[src/verilog/led_matrix_pkg.sv]
//~~~~~~~~~~~~~~~~~~~~~~~~~~~~~~~~~~~~~~~~~~~~~~~~
// Shared constants and types for the LED matrix
// scanner. Every block refers to these by scoped name.
//~~~~~~~~~~~~~~~~~~~~~~~~~~~~~~~~~~~~~~~~~~~~~~~~
package led_matrix_pkg;

  // matrix geometry.
  localparam int ROWS      = 4;
  localparam int COLS      = 4;
  localparam int ROW_W     = 2;
  localparam int COL_W     = 2;
  localparam int PIXELS    = ROWS * COLS;
  localparam int PIX_IDX_W = ROW_W + COL_W;

  // time each pixel is shown, and the timer that measures it.
  localparam int DWELL_CYCLES = 4;
  localparam int DWELL_W      = 2;

  // serial DAC word is the command nibble above the level.
  localparam int             LEVEL_W        = 12;
  localparam logic [3:0]     DAC_CMD        = 4'h3;
  localparam int             DAC_WORD_W     = 16;
  localparam int             DAC_SPI_CYCLES = 2 * DAC_WORD_W;
  localparam int             DAC_CNT_W      = 5;

  typedef enum logic [1:0] {
    OP_CLEAR = 2'b00,
    OP_HOLD  = 2'b01,
    OP_INC   = 2'b10
  } cnt_op_t;

  typedef enum logic [2:0] {
    S_IDLE, S_DAC_START, S_DAC_WAIT, S_DWELL,
    S_COL_STEP, S_COL_TEST, S_ROW_STEP, S_ROW_TEST
  } scan_state_t;

endpackage

[src/verilog/scan_ctrl_if.sv]
//~~~~~~~~~~~~~~~~~~~~~~~~~~~~~~~~~~~~~~~~~~~~~~~~
// Link between the scan controller and the counter
// block: counter operations out, counts and dwell
// status back.
//~~~~~~~~~~~~~~~~~~~~~~~~~~~~~~~~~~~~~~~~~~~~~~~~
`timescale 1ns/1ps

interface scan_ctrl_if;

  led_matrix_pkg::cnt_op_t             row_op;
  led_matrix_pkg::cnt_op_t             col_op;
  logic                                dwell_en;
  logic [led_matrix_pkg::ROW_W-1:0]    row_cnt;
  logic [led_matrix_pkg::COL_W-1:0]    col_cnt;
  logic                                dwell_done;

  // controller side.
  modport ctrl (
    output row_op, col_op, dwell_en,
    input  row_cnt, col_cnt, dwell_done
  );

  // counter side.
  modport cnt (
    input  row_op, col_op, dwell_en,
    output row_cnt, col_cnt, dwell_done
  );

endinterface

[src/verilog/dac_spi_writer.sv]
//~~~~~~~~~~~~~~~~~~~~~~~~~~~~~~~~~~~~~~~~~~~~~~~~
// Serial writer for the brightness DAC. A start
// pulse sends command and level MSB first, then
// done pulses once.
//~~~~~~~~~~~~~~~~~~~~~~~~~~~~~~~~~~~~~~~~~~~~~~~~
`timescale 1ns/1ps

module dac_spi_writer (
  input  logic                               clk_i,
  input  logic                               rst_i,
  input  logic                               start_i,
  input  logic [led_matrix_pkg::LEVEL_W-1:0] level_i,
  output logic                               done_o,
  output logic                               sclk_o,
  output logic                               din_o,
  output logic                               cs_o
);

  logic [led_matrix_pkg::DAC_WORD_W-1:0] shift_q;
  logic [led_matrix_pkg::DAC_CNT_W-1:0]  bit_cnt_q;
  logic                                  last_q;

  always_ff @(posedge clk_i or posedge rst_i) begin
    if (rst_i) begin
      cs_o      <= 1'b1;
      sclk_o    <= 1'b0;
      shift_q   <= '0;
      bit_cnt_q <= '0;
      last_q    <= 1'b0;
      done_o    <= 1'b0;
    end else begin
      last_q <= 1'b0;
      done_o <= last_q;
      if (cs_o) begin
        if (start_i) begin
          cs_o      <= 1'b0;
          sclk_o    <= 1'b0;
          shift_q   <= {led_matrix_pkg::DAC_CMD, level_i};
          bit_cnt_q <= '0;
        end
      end else begin
        sclk_o    <= ~sclk_o;
        bit_cnt_q <= bit_cnt_q + 1'b1;
        // next bit goes out on the falling edge.
        if (sclk_o) begin
          shift_q <= shift_q << 1;
        end
        if (bit_cnt_q ==
            led_matrix_pkg::DAC_CNT_W'(led_matrix_pkg::DAC_SPI_CYCLES - 1)) begin
          cs_o   <= 1'b1;
          sclk_o <= 1'b0;
          last_q <= 1'b1;
        end
      end
    end
  end

  // shift register is empty once all bits have gone out.
  assign din_o = shift_q[led_matrix_pkg::DAC_WORD_W-1];

endmodule

[src/verilog/frame_buffer.sv]
//~~~~~~~~~~~~~~~~~~~~~~~~~~~~~~~~~~~~~~~~~~~~~~~~
// One-bit-per-pixel frame store. The host writes a
// whole frame; the scanner reads one pixel at a time.
//~~~~~~~~~~~~~~~~~~~~~~~~~~~~~~~~~~~~~~~~~~~~~~~~
`timescale 1ns/1ps

module frame_buffer (
  input  logic                              clk_i,
  input  logic                              rst_i,
  input  logic                              wr_en_i,
  input  logic [led_matrix_pkg::PIXELS-1:0] wr_data_i,
  input  logic [led_matrix_pkg::ROW_W-1:0]  row_i,
  input  logic [led_matrix_pkg::COL_W-1:0]  col_i,
  output logic                              pixel_o
);

  logic [led_matrix_pkg::PIXELS-1:0]    frame_q;
  logic [led_matrix_pkg::PIX_IDX_W-1:0] pix_idx;

  // writes land at any time, even mid-scan.
  always_ff @(posedge clk_i or posedge rst_i) begin
    if (rst_i) begin
      frame_q <= '0;
    end else if (wr_en_i) begin
      frame_q <= wr_data_i;
    end
  end

  // raster index, bit 0 is row 0 column 0.
  always_comb begin
    pix_idx = led_matrix_pkg::PIX_IDX_W'(row_i) *
              led_matrix_pkg::PIX_IDX_W'(led_matrix_pkg::COLS) +
              led_matrix_pkg::PIX_IDX_W'(col_i);
  end

  assign pixel_o = frame_q[pix_idx];

endmodule

[src/verilog/led_matrix_top.sv]
//~~~~~~~~~~~~~~~~~~~~~~~~~~~~~~~~~~~~~~~~~~~~~~~~
// LED matrix scanner top level. Write a frame, then
// pulse start with a brightness level.
//~~~~~~~~~~~~~~~~~~~~~~~~~~~~~~~~~~~~~~~~~~~~~~~~
`timescale 1ns/1ps

module led_matrix_top (
  input  logic                               clk_i,
  input  logic                               rst_i,
  input  logic                               start_i,
  input  logic [led_matrix_pkg::LEVEL_W-1:0] level_i,
  input  logic                               wr_en_i,
  input  logic [led_matrix_pkg::PIXELS-1:0]  wr_frame_i,
  output logic [led_matrix_pkg::ROWS-1:0]    row_o,
  output logic [led_matrix_pkg::COLS-1:0]    col_o,
  output logic                               busy_o,
  output logic                               done_o,
  output logic                               dac_sclk_o,
  output logic                               dac_din_o,
  output logic                               dac_cs_o
);

  logic dac_start;
  logic dac_done;
  logic pixel;

  scan_ctrl_if scan_if ();

  //~~~~~~~~~~~~~~~~~~~~~~~~~~~~~~~~~~~~~~~~~~~~~~~~
  // blocks
  //~~~~~~~~~~~~~~~~~~~~~~~~~~~~~~~~~~~~~~~~~~~~~~~~
  scan_fsm scan_fsm_inst (
    .clk_i       (clk_i),
    .rst_i       (rst_i),
    .start_i     (start_i),
    .dac_done_i  (dac_done),
    .dac_start_o (dac_start),
    .busy_o      (busy_o),
    .done_o      (done_o),
    .ctrl        (scan_if.ctrl)
  );

  scan_counters scan_counters_inst (
    .clk_i (clk_i),
    .rst_i (rst_i),
    .cnt   (scan_if.cnt)
  );

  dac_spi_writer dac_spi_writer_inst (
    .clk_i   (clk_i),
    .rst_i   (rst_i),
    .start_i (dac_start),
    .level_i (level_i),
    .done_o  (dac_done),
    .sclk_o  (dac_sclk_o),
    .din_o   (dac_din_o),
    .cs_o    (dac_cs_o)
  );

  frame_buffer frame_buffer_inst (
    .clk_i     (clk_i),
    .rst_i     (rst_i),
    .wr_en_i   (wr_en_i),
    .wr_data_i (wr_frame_i),
    .row_i     (scan_if.row_cnt),
    .col_i     (scan_if.col_cnt),
    .pixel_o   (pixel)
  );

  //~~~~~~~~~~~~~~~~~~~~~~~~~~~~~~~~~~~~~~~~~~~~~~~~
  // line drivers
  //~~~~~~~~~~~~~~~~~~~~~~~~~~~~~~~~~~~~~~~~~~~~~~~~
  // row lit for the whole dwell, column only for a set pixel.
  assign row_o = scan_if.dwell_en ?
                 (led_matrix_pkg::ROWS'(1) << scan_if.row_cnt) : '0;
  assign col_o = (scan_if.dwell_en && pixel) ?
                 (led_matrix_pkg::COLS'(1) << scan_if.col_cnt) : '0;

endmodule

[src/verilog/scan_counters.sv]
//~~~~~~~~~~~~~~~~~~~~~~~~~~~~~~~~~~~~~~~~~~~~~~~~
// Row and column counters driven by clear, hold
// and increment codes, plus the per-pixel dwell timer.
//~~~~~~~~~~~~~~~~~~~~~~~~~~~~~~~~~~~~~~~~~~~~~~~~
`timescale 1ns/1ps

module scan_counters (
  input  logic       clk_i,
  input  logic       rst_i,
  scan_ctrl_if.cnt   cnt
);

  logic [led_matrix_pkg::ROW_W-1:0]   row_q;
  logic [led_matrix_pkg::COL_W-1:0]   col_q;
  logic [led_matrix_pkg::DWELL_W-1:0] dwell_q;

  // counters wrap naturally at the matrix edge.
  always_ff @(posedge clk_i or posedge rst_i) begin
    if (rst_i) begin
      row_q <= '0;
      col_q <= '0;
    end else begin
      case (cnt.row_op)
        led_matrix_pkg::OP_CLEAR: row_q <= '0;
        led_matrix_pkg::OP_INC:   row_q <= row_q + 1'b1;
        default:                  row_q <= row_q;
      endcase
      case (cnt.col_op)
        led_matrix_pkg::OP_CLEAR: col_q <= '0;
        led_matrix_pkg::OP_INC:   col_q <= col_q + 1'b1;
        default:                  col_q <= col_q;
      endcase
    end
  end

  // dwell timer runs only while the pixel is enabled.
  always_ff @(posedge clk_i or posedge rst_i) begin
    if (rst_i) begin
      dwell_q <= '0;
    end else if (cnt.dwell_en) begin
      dwell_q <= dwell_q + 1'b1;
    end else begin
      dwell_q <= '0;
    end
  end

  assign cnt.row_cnt    = row_q;
  assign cnt.col_cnt    = col_q;
  // flags the last enabled cycle of the pixel.
  assign cnt.dwell_done =
    (dwell_q == led_matrix_pkg::DWELL_W'(led_matrix_pkg::DWELL_CYCLES - 1));

endmodule

[src/verilog/scan_fsm.sv]
//~~~~~~~~~~~~~~~~~~~~~~~~~~~~~~~~~~~~~~~~~~~~~~~~
// Scan controller. Loads the DAC on start, then
// walks the pixels in raster order using the
// counter block.
//~~~~~~~~~~~~~~~~~~~~~~~~~~~~~~~~~~~~~~~~~~~~~~~~
`timescale 1ns/1ps

module scan_fsm (
  input  logic         clk_i,
  input  logic         rst_i,
  input  logic         start_i,
  input  logic         dac_done_i,
  output logic         dac_start_o,
  output logic         busy_o,
  output logic         done_o,
  scan_ctrl_if.ctrl    ctrl
);

  led_matrix_pkg::scan_state_t state_q, state_d;

  always_ff @(posedge clk_i or posedge rst_i) begin
    if (rst_i) begin
      state_q <= led_matrix_pkg::S_IDLE;
    end else begin
      state_q <= state_d;
    end
  end

  always_comb begin
    state_d       = state_q;
    dac_start_o   = 1'b0;
    ctrl.dwell_en = 1'b0;
    ctrl.row_op   = led_matrix_pkg::OP_HOLD;
    ctrl.col_op   = led_matrix_pkg::OP_HOLD;
    busy_o        = 1'b1;
    done_o        = 1'b0;
    case (state_q)
      led_matrix_pkg::S_IDLE: begin
        ctrl.row_op = led_matrix_pkg::OP_CLEAR;
        ctrl.col_op = led_matrix_pkg::OP_CLEAR;
        busy_o      = 1'b0;
        done_o      = 1'b1;
        if (start_i) begin
          state_d = led_matrix_pkg::S_DAC_START;
        end
      end
      led_matrix_pkg::S_DAC_START: begin
        dac_start_o = 1'b1;
        state_d     = led_matrix_pkg::S_DAC_WAIT;
      end
      led_matrix_pkg::S_DAC_WAIT: begin
        if (dac_done_i) begin
          state_d = led_matrix_pkg::S_DWELL;
        end
      end
      led_matrix_pkg::S_DWELL: begin
        ctrl.dwell_en = 1'b1;
        if (ctrl.dwell_done) begin
          state_d = led_matrix_pkg::S_COL_STEP;
        end
      end
      led_matrix_pkg::S_COL_STEP: begin
        ctrl.col_op = led_matrix_pkg::OP_INC;
        state_d     = led_matrix_pkg::S_COL_TEST;
      end
      led_matrix_pkg::S_COL_TEST: begin
        // column wrapped past the last index.
        if (ctrl.col_cnt == '0) begin
          state_d = led_matrix_pkg::S_ROW_STEP;
        end else begin
          state_d = led_matrix_pkg::S_DWELL;
        end
      end
      led_matrix_pkg::S_ROW_STEP: begin
        ctrl.row_op = led_matrix_pkg::OP_INC;
        ctrl.col_op = led_matrix_pkg::OP_CLEAR;
        state_d     = led_matrix_pkg::S_ROW_TEST;
      end
      led_matrix_pkg::S_ROW_TEST: begin
        if (ctrl.row_cnt == '0) begin
          state_d = led_matrix_pkg::S_IDLE;
        end else begin
          state_d = led_matrix_pkg::S_DWELL;
        end
      end
      default: begin
        state_d = led_matrix_pkg::S_IDLE;
      end
    endcase
  end

endmodule
[config.mk]
export PLATFORM = sky130hd
export DESIGN_NAME = led_matrix_top
export DESIGN_NICKNAME = d
export VERILOG_FILES = /design/src/verilog/led_matrix_pkg.sv /design/src/verilog/scan_ctrl_if.sv /design/src/verilog/dac_spi_writer.sv /design/src/verilog/frame_buffer.sv /design/src/verilog/led_matrix_top.sv /design/src/verilog/scan_counters.sv /design/src/verilog/scan_fsm.sv
export SDC_FILE = /design/constraint.sdc
export NUM_CORES = 1
export LEC_CHECK = 0
export ABC_AREA = 1
export BUFFER_PORTS_ARGS = -buffer_cell sky130_fd_sc_hd__buf_2
export CORE_MARGIN = 8
export CORE_UTILIZATION = 45
export CTS_BUF_LIST = sky130_fd_sc_hd__clkbuf_16
export DETAILED_ROUTE_END_ITERATION = 8
export GPL_TIMING_DRIVEN = 0
export PLACE_DENSITY = 0.75
export RECOVER_POWER = 25
export SYNTH_ARGS = -nofsm -noshare
export SYNTH_HDL_FRONTEND = slang
export SYNTH_SLANG_ARGS = --single-unit
[constraint.sdc]
create_clock -name clk_i -period 1.25 [get_ports clk_i]
set_input_delay 0.0625 -clock clk_i [delete_from_list [all_inputs] [get_ports clk_i]]
set_output_delay 0.0625 -clock clk_i [all_outputs]
set_load 0.02 [all_outputs]
==> results.toml <==
[placement]
numPortBuffers = 44
post-place-ws_ns = -0.296
gp_congestion = 0.748
place_area_mm2 = 0.00299
place_hpwl_um = 4030

[timing]
skew_ns = 0.00251
fmax_mhz = 577
setup_violations = 32
whs_ns = -0.00468
final-hold-violation-count = 1
period_needed_ns = 1.73
slew_headroom_pct = 26.7
setup_slack_ns = -0.484
tightest_slew_ns = 1.10
maxSlewViolCount = 0
rsz0062_at_grt = "true"
post-route-period-util_pct = 139

[cts]
cts_tree = "built"
cts_buffers = 5
clkSinkCount = 50
htree_levels = 2
path_clk_slew_ns = 0.07
cts-root-buf = "clkbuf_16"
cts_max_path_buffers = 2
worstSkewPairLatency_ns = 0.29

[grt]
grt_start_max_net_pins = 51
grt_pass1_vias = 2458
antenna_found_initial = 0
grt_first_pass_wirelength_um = 11100
overflow = 0
gr-usage-all-layers_pct = 15.8

[hold_path]
hp-class = "primary input to flip-flop"
hp-start = "wr_frame_i[3]"

[run_status]
violations = "hold timing, setup timing"
status = "finished with violations"

[cells_and_area]
drive_gt1_share_pct = 42.9
multiInputGateArea_mm2 = 0.00127
regArea_mm2 = 0.00126
diodes = 0
layout.nets = 443
fin_area_mm2 = 0.00388
area_delta_synth_final_pct = 49.2
num-fill-cells = 415

[critical_path]
critical_path_required_ns = 1.19
critical_path.endpoint_type = "output port"
reg2reg_from = "dac_spi_writer_inst.cs_o"
arrival_ns = 1.67
startpoint_type = "flip-flop"
critPathKind = "flip-flop to output port"
timing.critical_path.from = "scan_counters_inst.cnt.col_cnt[1]"
worst-path-max-fanout = 8

[synth]
seq_area_frac_synth_pct = 48.1
syn_inst = 300
synth.top_cells.by_count = "nand2_1 (64), inv_1 (54), dfrtp_1 (49)"
synth_area_mm2 = 0.00260
synth_warnings = 0
synth.area.top_cells = "dfrtp_1 (47%), nand2_1 (9.2%), inv_1 (7.8%), ha_1 (5.3%), o21ai_0 (4.2%)"
async_flop_share_pct = 100
synth.distinct_cells = 32
synth_edf_count = 0
yosysTopAreaCell = "dfrtp_1"
synth_top_area_share_pct = 47.1
avgSynthCellArea_um2 = 8.67
yosysMostFrequentCell = "nand2_1"
syn-num-nets = 343
synth_seq_cells = 50
synth_flop_cell = "dfrtp_1"

[die]
die_area_mm2 = 0.00847
die_x_um = 92.0
chipHeight_um = 92.0
core_mm2 = 0.00554
io_pins = 45
row_count = 27
start_util_pct = 47.0

[routing]
wl_um = 7060
antenna_left = 0
routedWlPerCell_um = 14.9
avgViaCountPerCell = 4.98
drc = 0
vias = 2356
drtPass1Iterations = 4
drt-initial-drc-count = 90

[run]
cap_violations = 0

[power_and_ir_drop]
p_leak_nw = 1.94
powerDensity_mw_per_mm2 = 2490
ir_drop_v = 0.00164
==> layout by cell type (no fill, tap or decap), types with 4 or more instances in the layout <==
| cell type | instances |
|---|---|
| o21ai_0 | 19 |
| buf_2 | 34 |
| dfrtp_2 | 4 |
| clkbuf_16 | 5 |
| nand3_1 | 9 |
| nor2_1 | 10 |
| o21ai_2 | 10 |
| dlygate4sd3_1 | 12 |
| o21ai_1 | 8 |
| o211ai_2 | 6 |
| clkbuf_1 | 4 |
| dfrtp_1 | 45 |
| nand2_1 | 58 |
| inv_2 | 8 |
| o211ai_1 | 6 |
| nand2_2 | 5 |
| nand3_2 | 10 |
| buf_6 | 18 |
| nor2_4 | 8 |
| buf_4 | 30 |
| inv_1 | 45 |
| ha_1 | 7 |
==> worst paths after layout <==
path	endpoint	slack (ns)	cells after the start
max	col_o[2]	-0.48	8
min	frame_buffer_inst.frame_q[3]	-0.005	3
max reg2reg	dac_spi_writer_inst.bit_cnt_q[3]	-0.12	6
min reg2reg	dac_spi_writer_inst.done_o	0.36	0
max in group asynchronous	scan_fsm_inst.state_q[0]	0.58	2
min in group asynchronous	dac_spi_writer_inst.sclk_o	0.02	2
==> per-layer routing <==
layer	GRT usage (%)	up-vias	share of wire (%)
met1	17.5	1133	40
met5	0	-	0
li1	-	1151	-
met3	4.16	18	3.7
met2	28.1	54	53
met4	6.58	0	2.8
==> registers in the layout, summed over array words and instances, names as in the netlist <==
name and cells:
dac_spi_writer_inst.shift_q 16, frame_buffer_inst.frame_q 16, dac_spi_writer_inst.bit_cnt_q 5, scan_fsm_inst.state_q 3
scan_counters_inst.cnt.col_cnt 2, scan_counters_inst.cnt.row_cnt 2, scan_counters_inst.dwell_q 2, dac_spi_writer_inst.cs_o 1
dac_spi_writer_inst.done_o 1, dac_spi_writer_inst.last_q 1, dac_spi_writer_inst.sclk_o 1
==> critical path: stages (launching register included) <==
cell	delay (ns)
dfrtp_2	0.49
inv_2	0.16
nand3_1	0.12
nand3_2	0.08
nand3_2	0.09
nand2_2	0.10
nand2_4	0.10
nor2_4	0.12
buf_6	0.12
==> power breakdown <==
| part | internal [W] | leakage (nW) | switching, W |
|---|---|---|---|
| Combinational | 0.00268 | 1.24 | 0.00296 |
| Sequential | 0.00216 | 0.614 | 0.000332 |
| Clock | 0.000938 | 0.0836 | 0.000600 |
| Total | 0.00578 | 1.94 | 0.00389 |
==> metrics by stage <==
step	std cells	hold WS [ns]	setup TNS (ns)	utilization [%]	total power [W]
2_1_floorplan	300	0.104	-0.850	-	0.00537
3_3_place_gp	416	0.271	-2.40	54.0	0.00600
3_5_place_dp	416	0.274	-2.64	54.0	0.00613
4_1_cts	459	0.00155	-3.51	66.0	0.00909
5_1_grt	473	0.0140	-5.91	70.1	0.0103
6_report	473	-0.00468	-3.88	70.1	0.00967
==> cell type report <==
type	instances	share of cell area [%]
Timing Repair Buffer	93	18.4
Buffer	10	2.93
Sequential cell	50	32.4
Clock inverter	3	1.03
Clock buffer	5	3.22
Multi-Input combinational cell	181	32.8
Tap cell	72	2.32
Inverter	59	6.83
==> what timing repair did <==
action                                  4_1_cts  5_1_grt
resized for setup                            59       34
endpoints found under the setup margin       30       36
gates cloned                                  3        0
hold buffers                                 12        0
endpoints found under the hold margin        12        0
pin swaps                                    17       20
buffers inserted                             20       16
==> cell families (layout without fill, tap and decap cells) <==
kind of cell | Yosys count | count (layout) | synth area share (%)
simple gates | 109 | 109 | 18.9
buf+inv | 69 | 170 | 11.9
compound gates | 61 | 61 | 15.8
flops | 50 | 50 | 48.1
fa+ha+maj | 11 | 11 | 5.29
(Power assumes the default switching activity.)
